[config.mk]
export PLATFORM = sky130hd
export DESIGN_NAME = apb_periph_subsystem
export DESIGN_NICKNAME = d
export VERILOG_FILES = /design/src/common/apb_periph_pkg.sv /design/src/apb_periph_subsystem.sv /design/src/adv_timer/apb_pwm_timer.sv /design/src/soc_ctrl/apb_soc_control.sv /design/src/gpio/apb_gpio_regs.sv /design/src/periph_bus_decode.sv
export SDC_FILE = /design/constraint.sdc
export NUM_CORES = 1
export LEC_CHECK = 0
export ABC_AREA = 1
export BUFFER_PORTS_ARGS = -buffer_cell sky130_fd_sc_hd__buf_2
export CAP_MARGIN = 20
export CORE_MARGIN = 8
export CORE_UTILIZATION = 44
export CTS_CLUSTER_DIAMETER = 100
export DETAILED_ROUTE_END_ITERATION = 8
export GPL_ROUTABILITY_DRIVEN = 1
export PLACE_DENSITY = 0.78
export REMOVE_ABC_BUFFERS = 1
export SKIP_CTS_REPAIR_TIMING = 1
export SYNTH_ARGS = -nofsm -noshare
export SYNTH_HDL_FRONTEND = slang
export SYNTH_SLANG_ARGS = --single-unit
[constraint.sdc]
create_clock -name clk_i -period 2.6 [get_ports clk_i]
set_input_delay 0.26 -clock clk_i [delete_from_list [all_inputs] [get_ports clk_i]]
set_output_delay 0.26 -clock clk_i [all_outputs]
set_load 0.1 [all_outputs]
[src/common/apb_periph_pkg.sv]
// Shared definitions for the APB peripheral subsystem
// Holds bus widths, the slot address map, register offset enums and the
// reset values of the LLC window registers
`default_nettype none

package apb_periph_pkg;

   // ------------------------------------------------------------
   // Bus and block widths
   // ------------------------------------------------------------
   localparam int unsigned APB_ADDR_W  = 32;
   localparam int unsigned APB_DATA_W  = 32;
   localparam int unsigned NUM_GPIO    = 32;
   localparam int unsigned NUM_PWM_CH  = 4;
   localparam int unsigned PWM_IDX_W   = $clog2(NUM_PWM_CH);
   localparam int unsigned PWM_CNT_W   = 16;
   localparam int unsigned LLC_CNT_W   = 32;
   localparam int unsigned LLC_NUM_CNT = 4;

   // Slot field picks the peripheral and word offset picks the register
   localparam int unsigned SLOT_LSB = 12;
   localparam int unsigned SLOT_W   = 4;
   localparam int unsigned OFFS_LSB = 2;
   localparam int unsigned OFFS_W   = 4;

   // ------------------------------------------------------------
   // Address map and register offsets
   // ------------------------------------------------------------
   typedef enum logic [SLOT_W-1:0] {
      SLOT_GPIO    = 4'd0,
      SLOT_SOCCTRL = 4'd1,
      SLOT_PWM     = 4'd2
   } periph_slot_e;

   typedef enum logic [OFFS_W-1:0] {
      GPIO_DIR = 4'd0,
      GPIO_OUT = 4'd1,
      GPIO_IN  = 4'd2
   } gpio_reg_e;

   // Counter offsets keep their index in the two low bits
   typedef enum logic [OFFS_W-1:0] {
      CTRL_CLUSTER    = 4'd0,
      LLC_CACHE_START = 4'd1,
      LLC_CACHE_END   = 4'd2,
      LLC_SPM_START   = 4'd3,
      CNT_RD_HIT      = 4'd4,
      CNT_RD_MISS     = 4'd5,
      CNT_WR_HIT      = 4'd6,
      CNT_WR_MISS     = 4'd7
   } socctrl_reg_e;

   typedef enum logic [OFFS_W-1:0] {
      PWM_CTRL   = 4'd0,
      PWM_PERIOD = 4'd1,
      PWM_DUTY0  = 4'd2,
      PWM_DUTY1  = 4'd3,
      PWM_DUTY2  = 4'd4,
      PWM_DUTY3  = 4'd5
   } pwm_reg_e;

   // LLC window defaults
   localparam logic [APB_DATA_W-1:0] LLC_CACHE_START_RST = 32'h8000_0000;
   localparam logic [APB_DATA_W-1:0] LLC_CACHE_END_RST   = 32'h8010_0000;
   localparam logic [APB_DATA_W-1:0] LLC_SPM_START_RST   = 32'h8010_0000;

endpackage

`default_nettype wire
[src/apb_periph_subsystem.sv]
// Top level of the APB peripheral subsystem
// One APB slave port is split by address slot into GPIO, SoC control and
// PWM timer register blocks, all on a single clock
`timescale 1ns/100ps
`default_nettype none

module apb_periph_subsystem (
   input  logic                                  clk_i,
   input  logic                                  rst_n_i,
   input  logic                                  psel_i,
   input  logic                                  penable_i,
   input  logic                                  pwrite_i,
   input  logic [apb_periph_pkg::APB_ADDR_W-1:0] paddr_i,
   input  logic [apb_periph_pkg::APB_DATA_W-1:0] pwdata_i,
   output logic [apb_periph_pkg::APB_DATA_W-1:0] prdata_o,
   output logic                                  pready_o,
   output logic                                  pslverr_o,
   input  logic [apb_periph_pkg::NUM_GPIO-1:0]   gpio_in_i,
   output logic [apb_periph_pkg::NUM_GPIO-1:0]   gpio_out_o,
   output logic [apb_periph_pkg::NUM_GPIO-1:0]   gpio_dir_o,
   output logic                                  cluster_rstn_o,
   output logic                                  cluster_en_sa_boot_o,
   output logic                                  cluster_fetch_en_o,
   output logic [apb_periph_pkg::APB_DATA_W-1:0] llc_cache_addr_start_o,
   output logic [apb_periph_pkg::APB_DATA_W-1:0] llc_cache_addr_end_o,
   output logic [apb_periph_pkg::APB_DATA_W-1:0] llc_spm_addr_start_o,
   input  logic                                  llc_read_hit_i,
   input  logic                                  llc_read_miss_i,
   input  logic                                  llc_write_hit_i,
   input  logic                                  llc_write_miss_i,
   output logic [apb_periph_pkg::NUM_PWM_CH-1:0] pwm_o
);
   import apb_periph_pkg::*;

   logic                  gpio_sel,    soc_sel,    pwm_sel;
   logic [APB_DATA_W-1:0] gpio_rdata,  soc_rdata,  pwm_rdata;
   logic                  gpio_ready,  soc_ready,  pwm_ready;
   logic                  gpio_slverr, soc_slverr, pwm_slverr;

   // ------------------------------------------------------------
   // Address decode and response mux
   // ------------------------------------------------------------
   periph_bus_decode u_periph_bus_decode (
      .psel_i        (psel_i),
      .paddr_i       (paddr_i),
      .gpio_sel_o    (gpio_sel),
      .soc_sel_o     (soc_sel),
      .pwm_sel_o     (pwm_sel),
      .gpio_rdata_i  (gpio_rdata),
      .soc_rdata_i   (soc_rdata),
      .pwm_rdata_i   (pwm_rdata),
      .gpio_ready_i  (gpio_ready),
      .soc_ready_i   (soc_ready),
      .pwm_ready_i   (pwm_ready),
      .gpio_slverr_i (gpio_slverr),
      .soc_slverr_i  (soc_slverr),
      .pwm_slverr_i  (pwm_slverr),
      .prdata_o      (prdata_o),
      .pready_o      (pready_o),
      .pslverr_o     (pslverr_o)
   );

   // ------------------------------------------------------------
   // Peripherals
   // ------------------------------------------------------------
   apb_gpio_regs u_apb_gpio_regs (
      .clk_i, .rst_n_i, .penable_i, .pwrite_i, .paddr_i, .pwdata_i,
      .psel_i     (gpio_sel),
      .prdata_o   (gpio_rdata),
      .pready_o   (gpio_ready),
      .pslverr_o  (gpio_slverr),
      .gpio_in_i, .gpio_out_o, .gpio_dir_o
   );

   apb_soc_control u_apb_soc_control (
      .clk_i, .rst_n_i, .penable_i, .pwrite_i, .paddr_i, .pwdata_i,
      .psel_i     (soc_sel),
      .prdata_o   (soc_rdata),
      .pready_o   (soc_ready),
      .pslverr_o  (soc_slverr),
      .cluster_rstn_o, .cluster_en_sa_boot_o, .cluster_fetch_en_o,
      .llc_cache_addr_start_o, .llc_cache_addr_end_o, .llc_spm_addr_start_o,
      .llc_read_hit_i, .llc_read_miss_i, .llc_write_hit_i, .llc_write_miss_i
   );

   apb_pwm_timer u_apb_pwm_timer (
      .clk_i, .rst_n_i, .penable_i, .pwrite_i, .paddr_i, .pwdata_i,
      .psel_i     (pwm_sel),
      .prdata_o   (pwm_rdata),
      .pready_o   (pwm_ready),
      .pslverr_o  (pwm_slverr),
      .pwm_o
   );

endmodule

`default_nettype wire

[src/adv_timer/apb_pwm_timer.sv]
// Four-channel PWM timer on the APB bus
// A shared counter runs 0 to PERIOD-1 while enabled
// Channel n is high while the counter is below DUTYn
`timescale 1ns/100ps
`default_nettype none

module apb_pwm_timer (
   input  logic                                  clk_i,
   input  logic                                  rst_n_i,
   input  logic                                  psel_i,
   input  logic                                  penable_i,
   input  logic                                  pwrite_i,
   input  logic [apb_periph_pkg::APB_ADDR_W-1:0] paddr_i,
   input  logic [apb_periph_pkg::APB_DATA_W-1:0] pwdata_i,
   output logic [apb_periph_pkg::APB_DATA_W-1:0] prdata_o,
   output logic                                  pready_o,
   output logic                                  pslverr_o,
   output logic [apb_periph_pkg::NUM_PWM_CH-1:0] pwm_o
);
   import apb_periph_pkg::*;

   pwm_reg_e             reg_sel;
   logic                 access;
   logic                 wr_en;
   logic                 reg_hit;
   logic                 duty_sel;
   logic [PWM_IDX_W-1:0] duty_idx;
   logic                 en_q;
   logic [PWM_CNT_W-1:0] period_q;
   logic [PWM_CNT_W-1:0] duty_q [NUM_PWM_CH];
   logic [PWM_CNT_W-1:0] cnt_q;

   assign reg_sel   = pwm_reg_e'(paddr_i[OFFS_LSB +: OFFS_W]);
   assign access    = psel_i && penable_i;
   assign wr_en     = access && pwrite_i;
   assign pready_o  = access;
   assign pslverr_o = access && !reg_hit;
   assign duty_sel  = reg_sel inside {PWM_DUTY0, PWM_DUTY1, PWM_DUTY2, PWM_DUTY3};
   assign duty_idx  = PWM_IDX_W'(reg_sel - PWM_DUTY0);

   always_comb begin
      reg_hit  = 1'b1;
      prdata_o = '0;
      if (reg_sel == PWM_CTRL) begin
         prdata_o = APB_DATA_W'(en_q);
      end else if (reg_sel == PWM_PERIOD) begin
         prdata_o = APB_DATA_W'(period_q);
      end else if (duty_sel) begin
         prdata_o = APB_DATA_W'(duty_q[duty_idx]);
      end else begin
         reg_hit = 1'b0;
      end
   end

   always_ff @(posedge clk_i or negedge rst_n_i) begin
      if (!rst_n_i) begin
         en_q     <= 1'b0;
         period_q <= '0;
         duty_q   <= '{default: '0};
      end else if (wr_en) begin
         if (reg_sel == PWM_CTRL) begin
            en_q <= pwdata_i[0];
         end
         if (reg_sel == PWM_PERIOD) begin
            period_q <= pwdata_i[PWM_CNT_W-1:0];
         end
         if (duty_sel) begin
            duty_q[duty_idx] <= pwdata_i[PWM_CNT_W-1:0];
         end
      end
   end

   // ------------------------------------------------------------
   // Period counter and compare outputs
   // ------------------------------------------------------------
   // The >= compare also recovers when PERIOD is lowered below the count
   always_ff @(posedge clk_i or negedge rst_n_i) begin
      if (!rst_n_i) begin
         cnt_q <= '0;
      end else if (!en_q || (period_q == '0)) begin
         cnt_q <= '0;
      end else if (cnt_q >= period_q - 1'b1) begin
         cnt_q <= '0;
      end else begin
         cnt_q <= cnt_q + 1'b1;
      end
   end

   always_comb begin
      for (int n = 0; n < NUM_PWM_CH; n++) begin
         pwm_o[n] = en_q && (cnt_q < duty_q[n]);
      end
   end

   // Allow one cycle for the counter to wrap after PERIOD is rewritten
   cnt_below_period_a: assert property (@(posedge clk_i) disable iff (!rst_n_i)
      en_q && (period_q != '0) && $stable(period_q) |-> cnt_q < period_q);

endmodule

`default_nettype wire

[src/soc_ctrl/apb_soc_control.sv]
// SoC control register slave
// Cluster reset, boot and fetch bits, the LLC address window and four
// saturating LLC event counters that clear on write
`timescale 1ns/100ps
`default_nettype none

module apb_soc_control (
   input  logic                                  clk_i,
   input  logic                                  rst_n_i,
   input  logic                                  psel_i,
   input  logic                                  penable_i,
   input  logic                                  pwrite_i,
   input  logic [apb_periph_pkg::APB_ADDR_W-1:0] paddr_i,
   input  logic [apb_periph_pkg::APB_DATA_W-1:0] pwdata_i,
   output logic [apb_periph_pkg::APB_DATA_W-1:0] prdata_o,
   output logic                                  pready_o,
   output logic                                  pslverr_o,
   output logic                                  cluster_rstn_o,
   output logic                                  cluster_en_sa_boot_o,
   output logic                                  cluster_fetch_en_o,
   output logic [apb_periph_pkg::APB_DATA_W-1:0] llc_cache_addr_start_o,
   output logic [apb_periph_pkg::APB_DATA_W-1:0] llc_cache_addr_end_o,
   output logic [apb_periph_pkg::APB_DATA_W-1:0] llc_spm_addr_start_o,
   input  logic                                  llc_read_hit_i,
   input  logic                                  llc_read_miss_i,
   input  logic                                  llc_write_hit_i,
   input  logic                                  llc_write_miss_i
);
   import apb_periph_pkg::*;

   socctrl_reg_e         reg_sel;
   logic                 access;
   logic                 wr_en;
   logic                 reg_hit;
   logic                 cnt_sel;
   logic [2:0]           ctrl_q;
   logic [LLC_NUM_CNT-1:0] llc_evt;
   logic [LLC_NUM_CNT-1:0] cnt_clr;
   logic [LLC_CNT_W-1:0] cnt_q [LLC_NUM_CNT];

   assign reg_sel   = socctrl_reg_e'(paddr_i[OFFS_LSB +: OFFS_W]);
   assign access    = psel_i && penable_i;
   assign wr_en     = access && pwrite_i;
   assign pready_o  = access;
   assign pslverr_o = access && !reg_hit;
   assign cnt_sel   = reg_sel inside {CNT_RD_HIT, CNT_RD_MISS, CNT_WR_HIT, CNT_WR_MISS};
   assign llc_evt   = {llc_write_miss_i, llc_write_hit_i, llc_read_miss_i, llc_read_hit_i};

   // Bit 0 releases the cluster reset
   assign cluster_rstn_o       = ctrl_q[0];
   assign cluster_en_sa_boot_o = ctrl_q[1];
   assign cluster_fetch_en_o   = ctrl_q[2];

   always_comb begin
      reg_hit  = 1'b1;
      prdata_o = '0;
      case (reg_sel)
         CTRL_CLUSTER:    prdata_o = APB_DATA_W'(ctrl_q);
         LLC_CACHE_START: prdata_o = llc_cache_addr_start_o;
         LLC_CACHE_END:   prdata_o = llc_cache_addr_end_o;
         LLC_SPM_START:   prdata_o = llc_spm_addr_start_o;
         CNT_RD_HIT, CNT_RD_MISS, CNT_WR_HIT, CNT_WR_MISS:
            prdata_o = APB_DATA_W'(cnt_q[reg_sel[1:0]]);
         default:         reg_hit  = 1'b0;
      endcase
   end

   always_ff @(posedge clk_i or negedge rst_n_i) begin
      if (!rst_n_i) begin
         ctrl_q                 <= '0;
         llc_cache_addr_start_o <= LLC_CACHE_START_RST;
         llc_cache_addr_end_o   <= LLC_CACHE_END_RST;
         llc_spm_addr_start_o   <= LLC_SPM_START_RST;
      end else if (wr_en) begin
         case (reg_sel)
            CTRL_CLUSTER:    ctrl_q                 <= pwdata_i[2:0];
            LLC_CACHE_START: llc_cache_addr_start_o <= pwdata_i;
            LLC_CACHE_END:   llc_cache_addr_end_o   <= pwdata_i;
            LLC_SPM_START:   llc_spm_addr_start_o   <= pwdata_i;
            default:         ;
         endcase
      end
   end

   // ------------------------------------------------------------
   // LLC event counters
   // ------------------------------------------------------------
   always_comb begin
      cnt_clr = '0;
      if (wr_en && cnt_sel) begin
         cnt_clr[reg_sel[1:0]] = 1'b1;
      end
   end

   for (genvar i = 0; i < LLC_NUM_CNT; i++) begin : g_cnt
      // Clear wins over a same-cycle event
      // The count sticks at all ones
      always_ff @(posedge clk_i or negedge rst_n_i) begin
         if (!rst_n_i) begin
            cnt_q[i] <= '0;
         end else if (cnt_clr[i]) begin
            cnt_q[i] <= '0;
         end else if (llc_evt[i] && (cnt_q[i] != '1)) begin
            cnt_q[i] <= cnt_q[i] + 1'b1;
         end
      end

      cnt_monotonic_a: assert property (@(posedge clk_i) disable iff (!rst_n_i)
         !$past(cnt_clr[i]) |-> cnt_q[i] >= $past(cnt_q[i]));
   end

endmodule

`default_nettype wire

[src/gpio/apb_gpio_regs.sv]
// GPIO register slave on the APB bus
// DIR and OUT drive the pins directly
// GPIO_IN returns the input pins after a two-flop synchronizer
`timescale 1ns/100ps
`default_nettype none

module apb_gpio_regs (
   input  logic                                  clk_i,
   input  logic                                  rst_n_i,
   input  logic                                  psel_i,
   input  logic                                  penable_i,
   input  logic                                  pwrite_i,
   input  logic [apb_periph_pkg::APB_ADDR_W-1:0] paddr_i,
   input  logic [apb_periph_pkg::APB_DATA_W-1:0] pwdata_i,
   output logic [apb_periph_pkg::APB_DATA_W-1:0] prdata_o,
   output logic                                  pready_o,
   output logic                                  pslverr_o,
   input  logic [apb_periph_pkg::NUM_GPIO-1:0]   gpio_in_i,
   output logic [apb_periph_pkg::NUM_GPIO-1:0]   gpio_out_o,
   output logic [apb_periph_pkg::NUM_GPIO-1:0]   gpio_dir_o
);
   import apb_periph_pkg::*;

   gpio_reg_e           reg_sel;
   logic                access;
   logic                reg_hit;
   logic [NUM_GPIO-1:0] in_meta;
   logic [NUM_GPIO-1:0] in_sync;

   assign reg_sel   = gpio_reg_e'(paddr_i[OFFS_LSB +: OFFS_W]);
   assign access    = psel_i && penable_i;
   assign pready_o  = access;
   assign pslverr_o = access && !reg_hit;

   // Unknown offsets read as zero and flag an error
   always_comb begin
      reg_hit  = 1'b1;
      prdata_o = '0;
      case (reg_sel)
         GPIO_DIR: prdata_o = APB_DATA_W'(gpio_dir_o);
         GPIO_OUT: prdata_o = APB_DATA_W'(gpio_out_o);
         GPIO_IN:  prdata_o = APB_DATA_W'(in_sync);
         default:  reg_hit  = 1'b0;
      endcase
   end

   // Writes to GPIO_IN fall through and are dropped
   always_ff @(posedge clk_i or negedge rst_n_i) begin
      if (!rst_n_i) begin
         gpio_dir_o <= '0;
         gpio_out_o <= '0;
      end else if (access && pwrite_i) begin
         case (reg_sel)
            GPIO_DIR: gpio_dir_o <= pwdata_i[NUM_GPIO-1:0];
            GPIO_OUT: gpio_out_o <= pwdata_i[NUM_GPIO-1:0];
            default:  ;
         endcase
      end
   end

   // Input synchronizer
   always_ff @(posedge clk_i) begin
      in_meta <= gpio_in_i;
      in_sync <= in_meta;
   end

   // Writes to the input register never disturb the pin registers
   gpio_in_wr_a: assert property (@(posedge clk_i) disable iff (!rst_n_i)
      access && pwrite_i && (reg_sel == GPIO_IN) |=>
         $stable(gpio_dir_o) && $stable(gpio_out_o));

endmodule

`default_nettype wire

[src/periph_bus_decode.sv]
// APB address decoder for the peripheral slots
// Gates psel into one select per peripheral and muxes the responses back
// Unmapped slots get an error response from here
`timescale 1ns/100ps
`default_nettype none

module periph_bus_decode (
   input  logic                                  psel_i,
   input  logic [apb_periph_pkg::APB_ADDR_W-1:0] paddr_i,
   output logic                                  gpio_sel_o,
   output logic                                  soc_sel_o,
   output logic                                  pwm_sel_o,
   input  logic [apb_periph_pkg::APB_DATA_W-1:0] gpio_rdata_i,
   input  logic [apb_periph_pkg::APB_DATA_W-1:0] soc_rdata_i,
   input  logic [apb_periph_pkg::APB_DATA_W-1:0] pwm_rdata_i,
   input  logic                                  gpio_ready_i,
   input  logic                                  soc_ready_i,
   input  logic                                  pwm_ready_i,
   input  logic                                  gpio_slverr_i,
   input  logic                                  soc_slverr_i,
   input  logic                                  pwm_slverr_i,
   output logic [apb_periph_pkg::APB_DATA_W-1:0] prdata_o,
   output logic                                  pready_o,
   output logic                                  pslverr_o
);
   import apb_periph_pkg::*;

   periph_slot_e slot;

   assign slot       = periph_slot_e'(paddr_i[SLOT_LSB +: SLOT_W]);
   assign gpio_sel_o = psel_i && (slot == SLOT_GPIO);
   assign soc_sel_o  = psel_i && (slot == SLOT_SOCCTRL);
   assign pwm_sel_o  = psel_i && (slot == SLOT_PWM);

   always_comb begin
      case (slot)
         SLOT_GPIO: begin
            prdata_o  = gpio_rdata_i;
            pready_o  = gpio_ready_i;
            pslverr_o = gpio_slverr_i;
         end
         SLOT_SOCCTRL: begin
            prdata_o  = soc_rdata_i;
            pready_o  = soc_ready_i;
            pslverr_o = soc_slverr_i;
         end
         SLOT_PWM: begin
            prdata_o  = pwm_rdata_i;
            pready_o  = pwm_ready_i;
            pslverr_o = pwm_slverr_i;
         end
         default: begin
            // Unmapped slot answers at once with an error
            prdata_o  = '0;
            pready_o  = psel_i;
            pslverr_o = psel_i;
         end
      endcase
   end

   // A slave may only answer a transfer that selects it
   resp_needs_sel_a: assert final (psel_i || !(pready_o || pslverr_o))
      else $error("peripheral response without a select");

endmodule

`default_nettype wire

# == Word level (Yosys, flattened, before mapping) ==
# Index checks and enable logic that the tools add are counted.
# op_classes
bitwise_logic,2
muxes,35
n_addsub,7
n_reduce_logical,49
eq_ne,13
magnitude_cmp,10
# ops
cell,n
32-bit 2-to-1 mux,12
32-bit one-hot mux with 3 select lines,2
32-bit one-hot mux with 5 select lines,1
32-bit by 1-bit adder with 32-bit output (second input constant),4
32-bit != test (second input constant),4
16-bit 2-to-1 mux,6
32-bit binary-select mux with 2-bit select,1
64-bit bitwise mux,1
16-bit less-than comparator,4
16-bit binary-select mux with 2-bit select,1
16-bit demux with 2-bit select,1
1-bit logical AND,23
2-bit AND reduction,9
16-bit by 1-bit adder with 16-bit output (second input constant),1
4-bit by 3-bit equality test with 1-bit output (second input constant),4
16-bit >= comparator,1
16-bit zero test,1
16-bit by 1-bit subtractor with 16-bit output (second input constant),1
4-bit by 2-bit equality test with 1-bit output (second input constant),3
4-bit by 1-bit equality test with 1-bit output (second input constant),2
4-bit zero test,2
2-bit nonzero test,4
4-bit nonzero test,2
8-bit OR reduction,1
other kinds (14),25
# word_totals
inputBits,105
regBits,452
out_inout_bits,201
elab_cells,135

# == Logic depth before layout (Yosys ltp) ==
# logic_depth
depth_word,9
depth_mapped,15
ltp_nobuf,14

# == By module ==
# Synthesis repeated with hierarchy kept, for this count alone.
# unflattened
cells_unflattened,3594
area_unflattened_um2,26334.0
# modules_own_cells
mod,area_per_inst_um2,cells_each,instances,seq_area_each_um2
apb_soc_control,13824.5,1984,1,5686.7
apb_pwm_timer,7044.3,935,1,2427.3
apb_gpio_regs,4550.6,503,1,2882.8
periph_bus_decode,914.6,172,1,0.0

# == Worst setup path before layout ==
# Ideal clock, no wire load.
# synth_path
kind,input-to-output
start,in paddr_i[3] (netlist bit)
end,out prdata_o[26] (netlist bit)
path_stages,7
required_ps,2340
arrival_time_ps,3298
setup_slack_ps,-958
path_buffers,3
path_cell_list,buf_2 nand2_1 nor2_1 buf_2 clkbuf_1 a21oi_1 o21ai_0
# synth_between
elab_chain_cells,6
word_cells_on_any_way,17
cone_classes,eq/ne: 7; mux: 7; bitwise: 1; reduce/logical: 2
# synth_lines
element,line_no,rtl
from (decl),apb_periph_subsystem.sv:13,"input logic [apb_periph_pkg::APB_ADDR_W-1:0] paddr_i,"
2-bit NOT with 3-bit output (implied by the code),apb_soc_control.sv:63,prdata_o = APB_DATA_W'(cnt_q[reg_sel[1:0]]);
32-bit binary-select mux with 2-bit select,apb_soc_control.sv:63,
32-bit 2-to-1 mux (implied by the code) (2 in a row),apb_soc_control.sv:63,
32-bit one-hot mux with 5 select lines,apb_soc_control.sv:57,case (reg_sel)
32-bit one-hot mux with 3 select lines (*),periph_bus_decode.sv:36,case (slot)
to (decl),apb_periph_subsystem.sv:15,"output logic [apb_periph_pkg::APB_DATA_W-1:0] prdata_o,"
# Every way passes the cells marked *; elsewhere a longest branch is shown, timed or not. The select of a mux whose other input is x is not followed.

# == Worst setup path after layout ==
# layout_path
start,reg u_apb_pwm_timer.cnt_q[6]
end,out pwm_o[1] (netlist bit)
# layout_between
elab_chain_cells,2
# layout_lines
element,line_no,rtl
from (decl),apb_pwm_timer.sv:31,logic [PWM_CNT_W-1:0] cnt_q;
from (signal assigned),apb_pwm_timer.sv:85,cnt_q <= cnt_q + 1'b1;
16-bit less-than comparator,apb_pwm_timer.sv:91,pwm_o[n] = en_q && (cnt_q < duty_q[n]);
1-bit logical AND,apb_pwm_timer.sv:91,
to (decl),apb_periph_subsystem.sv:31,output logic [apb_periph_pkg::NUM_PWM_CH-1:0] pwm_o
# No other way between the ends.

==> flow_metrics.env <==
export IMPL_finalSetupViolations=4
export IMPL_min_delay_start="pwdata_i[22]"
export IMPL_yosysWarningCount=0
export IMPL_wl_per_cell_um=19.27
export IMPL_num_antenna_cells=0
export IMPL_p_leak_nw=15.44
export IMPL_cts_sinks=452
export IMPL_drc=0
export IMPL_path_max_fanout=5
export IMPL_chipHeight_um=255.2
export IMPL_grtUsageMet3_pct=7.117
export IMPL_fmax_ghz=0.3779
export IMPL_n_fill_cell=5176
export IMPL_cp_start_kind="register"
export IMPL_ant_nets=0
export IMPL_grt_max_degree=67
export IMPL_numCtsBuffers=49
export IMPL_num_vias=25910
export IMPL_viasPerCell=5.479
export IMPL_critPathTopFamily="simple AND/OR/NAND/NOR gates"
export IMPL_grt_overflow=0
export IMPL_start_util_pct=44.55
export IMPL_drive_gt1_share_pct=15.31
export IMPL_nets=4118
export IMPL_min_period_ns=2.646
export IMPL_drt_iter0_drc=2830
export IMPL_slowest_stage="dfrtp_2"
export IMPL_routabilityCongestion=0.9852
export IMPL_antenna_found_initial=4
export IMPL_fin_cells=4728
export IMPL_drt_total_wl_um=91120
export IMPL_violations="hold timing, setup timing"
export IMPL_drv_cap=0
export IMPL_cts_htree_levels=2
export IMPL_gr_max_usage_layer="met2"
export IMPL_layout_common_cells="nand2_1 (1,404), dfrtp_1 (371), nor2_1 (322)"
export IMPL_startpoint="u_apb_pwm_timer.cnt_q[6]$_DFF_PN0_"
export IMPL_critPathKind="register to output port"
export IMPL_timing_rr_start="u_apb_pwm_timer.period_q[0]$_DFFE_PN0P_"
export IMPL_ys_seq_area_share_pct=43.70
export IMPL_ir_drop_mv=0.5920
export IMPL_first_pass_iters=5
export IMPL_crit_arrival_ns=2.39
export IMPL_fin_hold_ws_ns=-0.02683
export IMPL_ys_ff_latch=452
export IMPL_critPathCaptureType="output port"
export IMPL_layout_commonest_cell="nand2_1"
export IMPL_ioPinCount=306
export IMPL_status="finished with violations"
export IMPL_crit_top_cell="nand2_1"
export IMPL_tightest_slew_ns=0.8871
export IMPL_clk_pin_slew_ns=0.06
export IMPL_final_max_slew_viol_count=0
export IMPL_core_area_um2=56500
export IMPL_met1_usage_pct=37.07
export IMPL_power_density_nw_per_um2=550.9
export IMPL_port_buffers=281
export IMPL_tritoncts="yes"
export IMPL_rows=87
export IMPL_grt_pass1_vias=24030
export IMPL_max_stage_delay_ns=0.46
export IMPL_worstSkewPairLatency_ns=0.60
export IMPL_synthDistinctLibCells=37
export IMPL_ff2ff_setup_slack_ns=0.16
export IMPL_grt_util_all_layers_pct=26.86
export IMPL_setup_ws_ns=-0.04648
export IMPL_clock_path_buffers=3
export IMPL_grt_pass1_wl_um=137500
export IMPL_post_route_period_util_pct=101.8
export IMPL_syn_inst=3584
export IMPL_cp_required_ns=2.34
export IMPL_met2_usage_pct=40.25
export IMPL_hold_viol_final=5
export IMPL_dp_cells=4575
export IMPL_crit_path_cell_trace="ha_1 > nand2_4 > nor2_2 > nor3_2 > nand2_2 > nand2_1 > nand2_1 > nor2_1 > buf_6"
export IMPL_skew_ns=0.01050
export IMPL_avgSynthCellArea_um2=7.022
export IMPL_syn_area_um2=25170
export IMPL_crit_buf_inv=1
export IMPL_clock_root_buffer="clkbuf_16"
export IMPL_dieArea_um2=65110
export IMPL_hold_path_class="input pin to register"
export IMPL_die_x_um=255.2
export IMPL_max_slew_margin_pct=40.86
export IMPL_rsz0062_at_grt="yes"
export IMPL_dp_hpwl_um=65150
export IMPL_area_growth_pct=23.27
export IMPL_power_mw=17.09
logic make-up after synthesis:
| kind of cell | after synthesis | synth area share, % |
|---|---|---|
| fa+ha+maj | 82 | 4.077 |
| flops | 452 | 43.70 |
| simple gates | 2139 | 34.86 |
| compound gates | 446 | 9.317 |
| xor+xnor | 37 | 1.288 |
| buf+inv | 428 | 6.766 |
power by group:
group | switching [mW] | internal, mW | total (mW) | leakage (nW)
registers | 0.361 | 7.29 | 7.65 | 5.87
logic | 1.40 | 0.594 | 1.99 | 8.74
clock network | 3.06 | 4.39 | 7.45 | 0.823
area by class of cell:
type	count	area, um^2	share of cell area (%)
multi-input combinational	2704	12830	41.37
clock inverter	20	290.3	0.9357
clock buffer	72	1413	4.553
tap	756	945.9	3.049
sequential	452	11010	35.50
inverter	284	1069	3.444
timing repair buffer	440	3460	11.15
through the flow:
stage | hold WS, ns | utilization [%] | setup slack, ns | cell area (um^2) | TNS (ns)
4_1_cts | -0.3829 | 53.34 | -0.3385 | 30130 | -1.093
3_3_place_gp | 0.2642 | 50.32 | 0.09029 | 28430 | 0
5_1_grt | 0.008561 | 54.91 | -0.1826 | 31020 | -1.117
2_1_floorplan | -0.03559 | - | -2.660 | 24530 | -219.32
3_5_place_dp | 0.2687 | 50.32 | 0.05468 | 28430 | 0
6_report | -0.02683 | 54.91 | -0.04648 | 31020 | -0.1097
worst reg2reg max path: stages (launching register included):
cell and delay [ns]:
dfrtp_1 0.41, inv_2 0.09, ha_1 0.19, inv_1 0.11, nor3_2 0.18, nand4_1 0.15
xor2_1 0.18, inv_1 0.06, ha_1 0.26, nand2_1 0.07, nor3_2 0.20, nand3_1 0.12
nand3_2 0.11, buf_12 0.15, nor2_1 0.06
synthesized netlist by cell type (all sizes together):
cell | count | area, um^2
a21o | 2 | 15.01
a21oi | 116 | 588.1
a22oi | 2 | 15.01
a31oi | 2 | 12.51
buf | 55 | 302.8
clkbuf | 89 | 334.1
dfrtp | 383 | 9584
dfstp | 5 | 131.4
dfxtp | 64 | 1281
ha | 82 | 1026
inv | 284 | 1066
nand2 | 1420 | 5335
nand3 | 215 | 1106
nand3b | 10 | 75.07
nand4 | 109 | 681.9
nor2 | 346 | 1336
nor3 | 14 | 81.33
nor4 | 1 | 6.260
o2111ai | 15 | 131.4
o211ai | 2 | 15.01
o21a | 1 | 7.510
o21ai | 288 | 1441
o21bai | 5 | 37.54
o22ai | 13 | 81.33
or2 | 24 | 150.1
xnor2 | 2 | 17.52
xor2 | 35 | 306.5
flip-flops by register name, summed over array words and instances, names as in the netlist:
register	cells
u_apb_gpio_regs.in_meta	32
u_apb_pwm_timer.duty_q	64
u_apb_pwm_timer.period_q	16
u_apb_soc_control.cnt_q	128
u_apb_gpio_regs.gpio_dir_o	32
u_apb_gpio_regs.in_sync	32
u_apb_soc_control.llc_cache_addr_start_o	32
u_apb_pwm_timer.en_q	1
u_apb_soc_control.ctrl_q	3
u_apb_gpio_regs.gpio_out_o	32
u_apb_pwm_timer.cnt_q	16
u_apb_soc_control.llc_cache_addr_end_o	32
u_apb_soc_control.llc_spm_addr_start_o	32
path summary, 6_finish.rpt:
| path | cells past startpoint | endpoint |
|---|---|---|
| worst max-delay path | 9 | pwm_o[1] |
| worst min-delay path | 3 | u_apb_gpio_regs.gpio_dir_o[22]$_DFFE_PN0P_ |
| worst max register to register | 14 | u_apb_pwm_timer.cnt_q[2]$_DFF_PN0_ |
| worst min register to register | 0 | u_apb_gpio_regs.in_sync[2]$_DFF_P_ |
| max in group asynchronous | 3 | u_apb_pwm_timer.duty_q[6]$_DFFE_PN0P_ |
| min in group asynchronous | 2 | u_apb_pwm_timer.duty_q[45]$_DFFE_PN0P_ |
routing by layer:
| metal | routed length (um) | up-vias |
|---|---|---|
| li1 | - | 12230 |
| met1 | 37710 | 12100 |
| met2 | 39740 | 1355 |
| met3 | 10150 | 216 |
| met4 | 3475 | 8 |
| met5 | 45 | - |
Note: power is estimated with default switching activity, not from simulation.
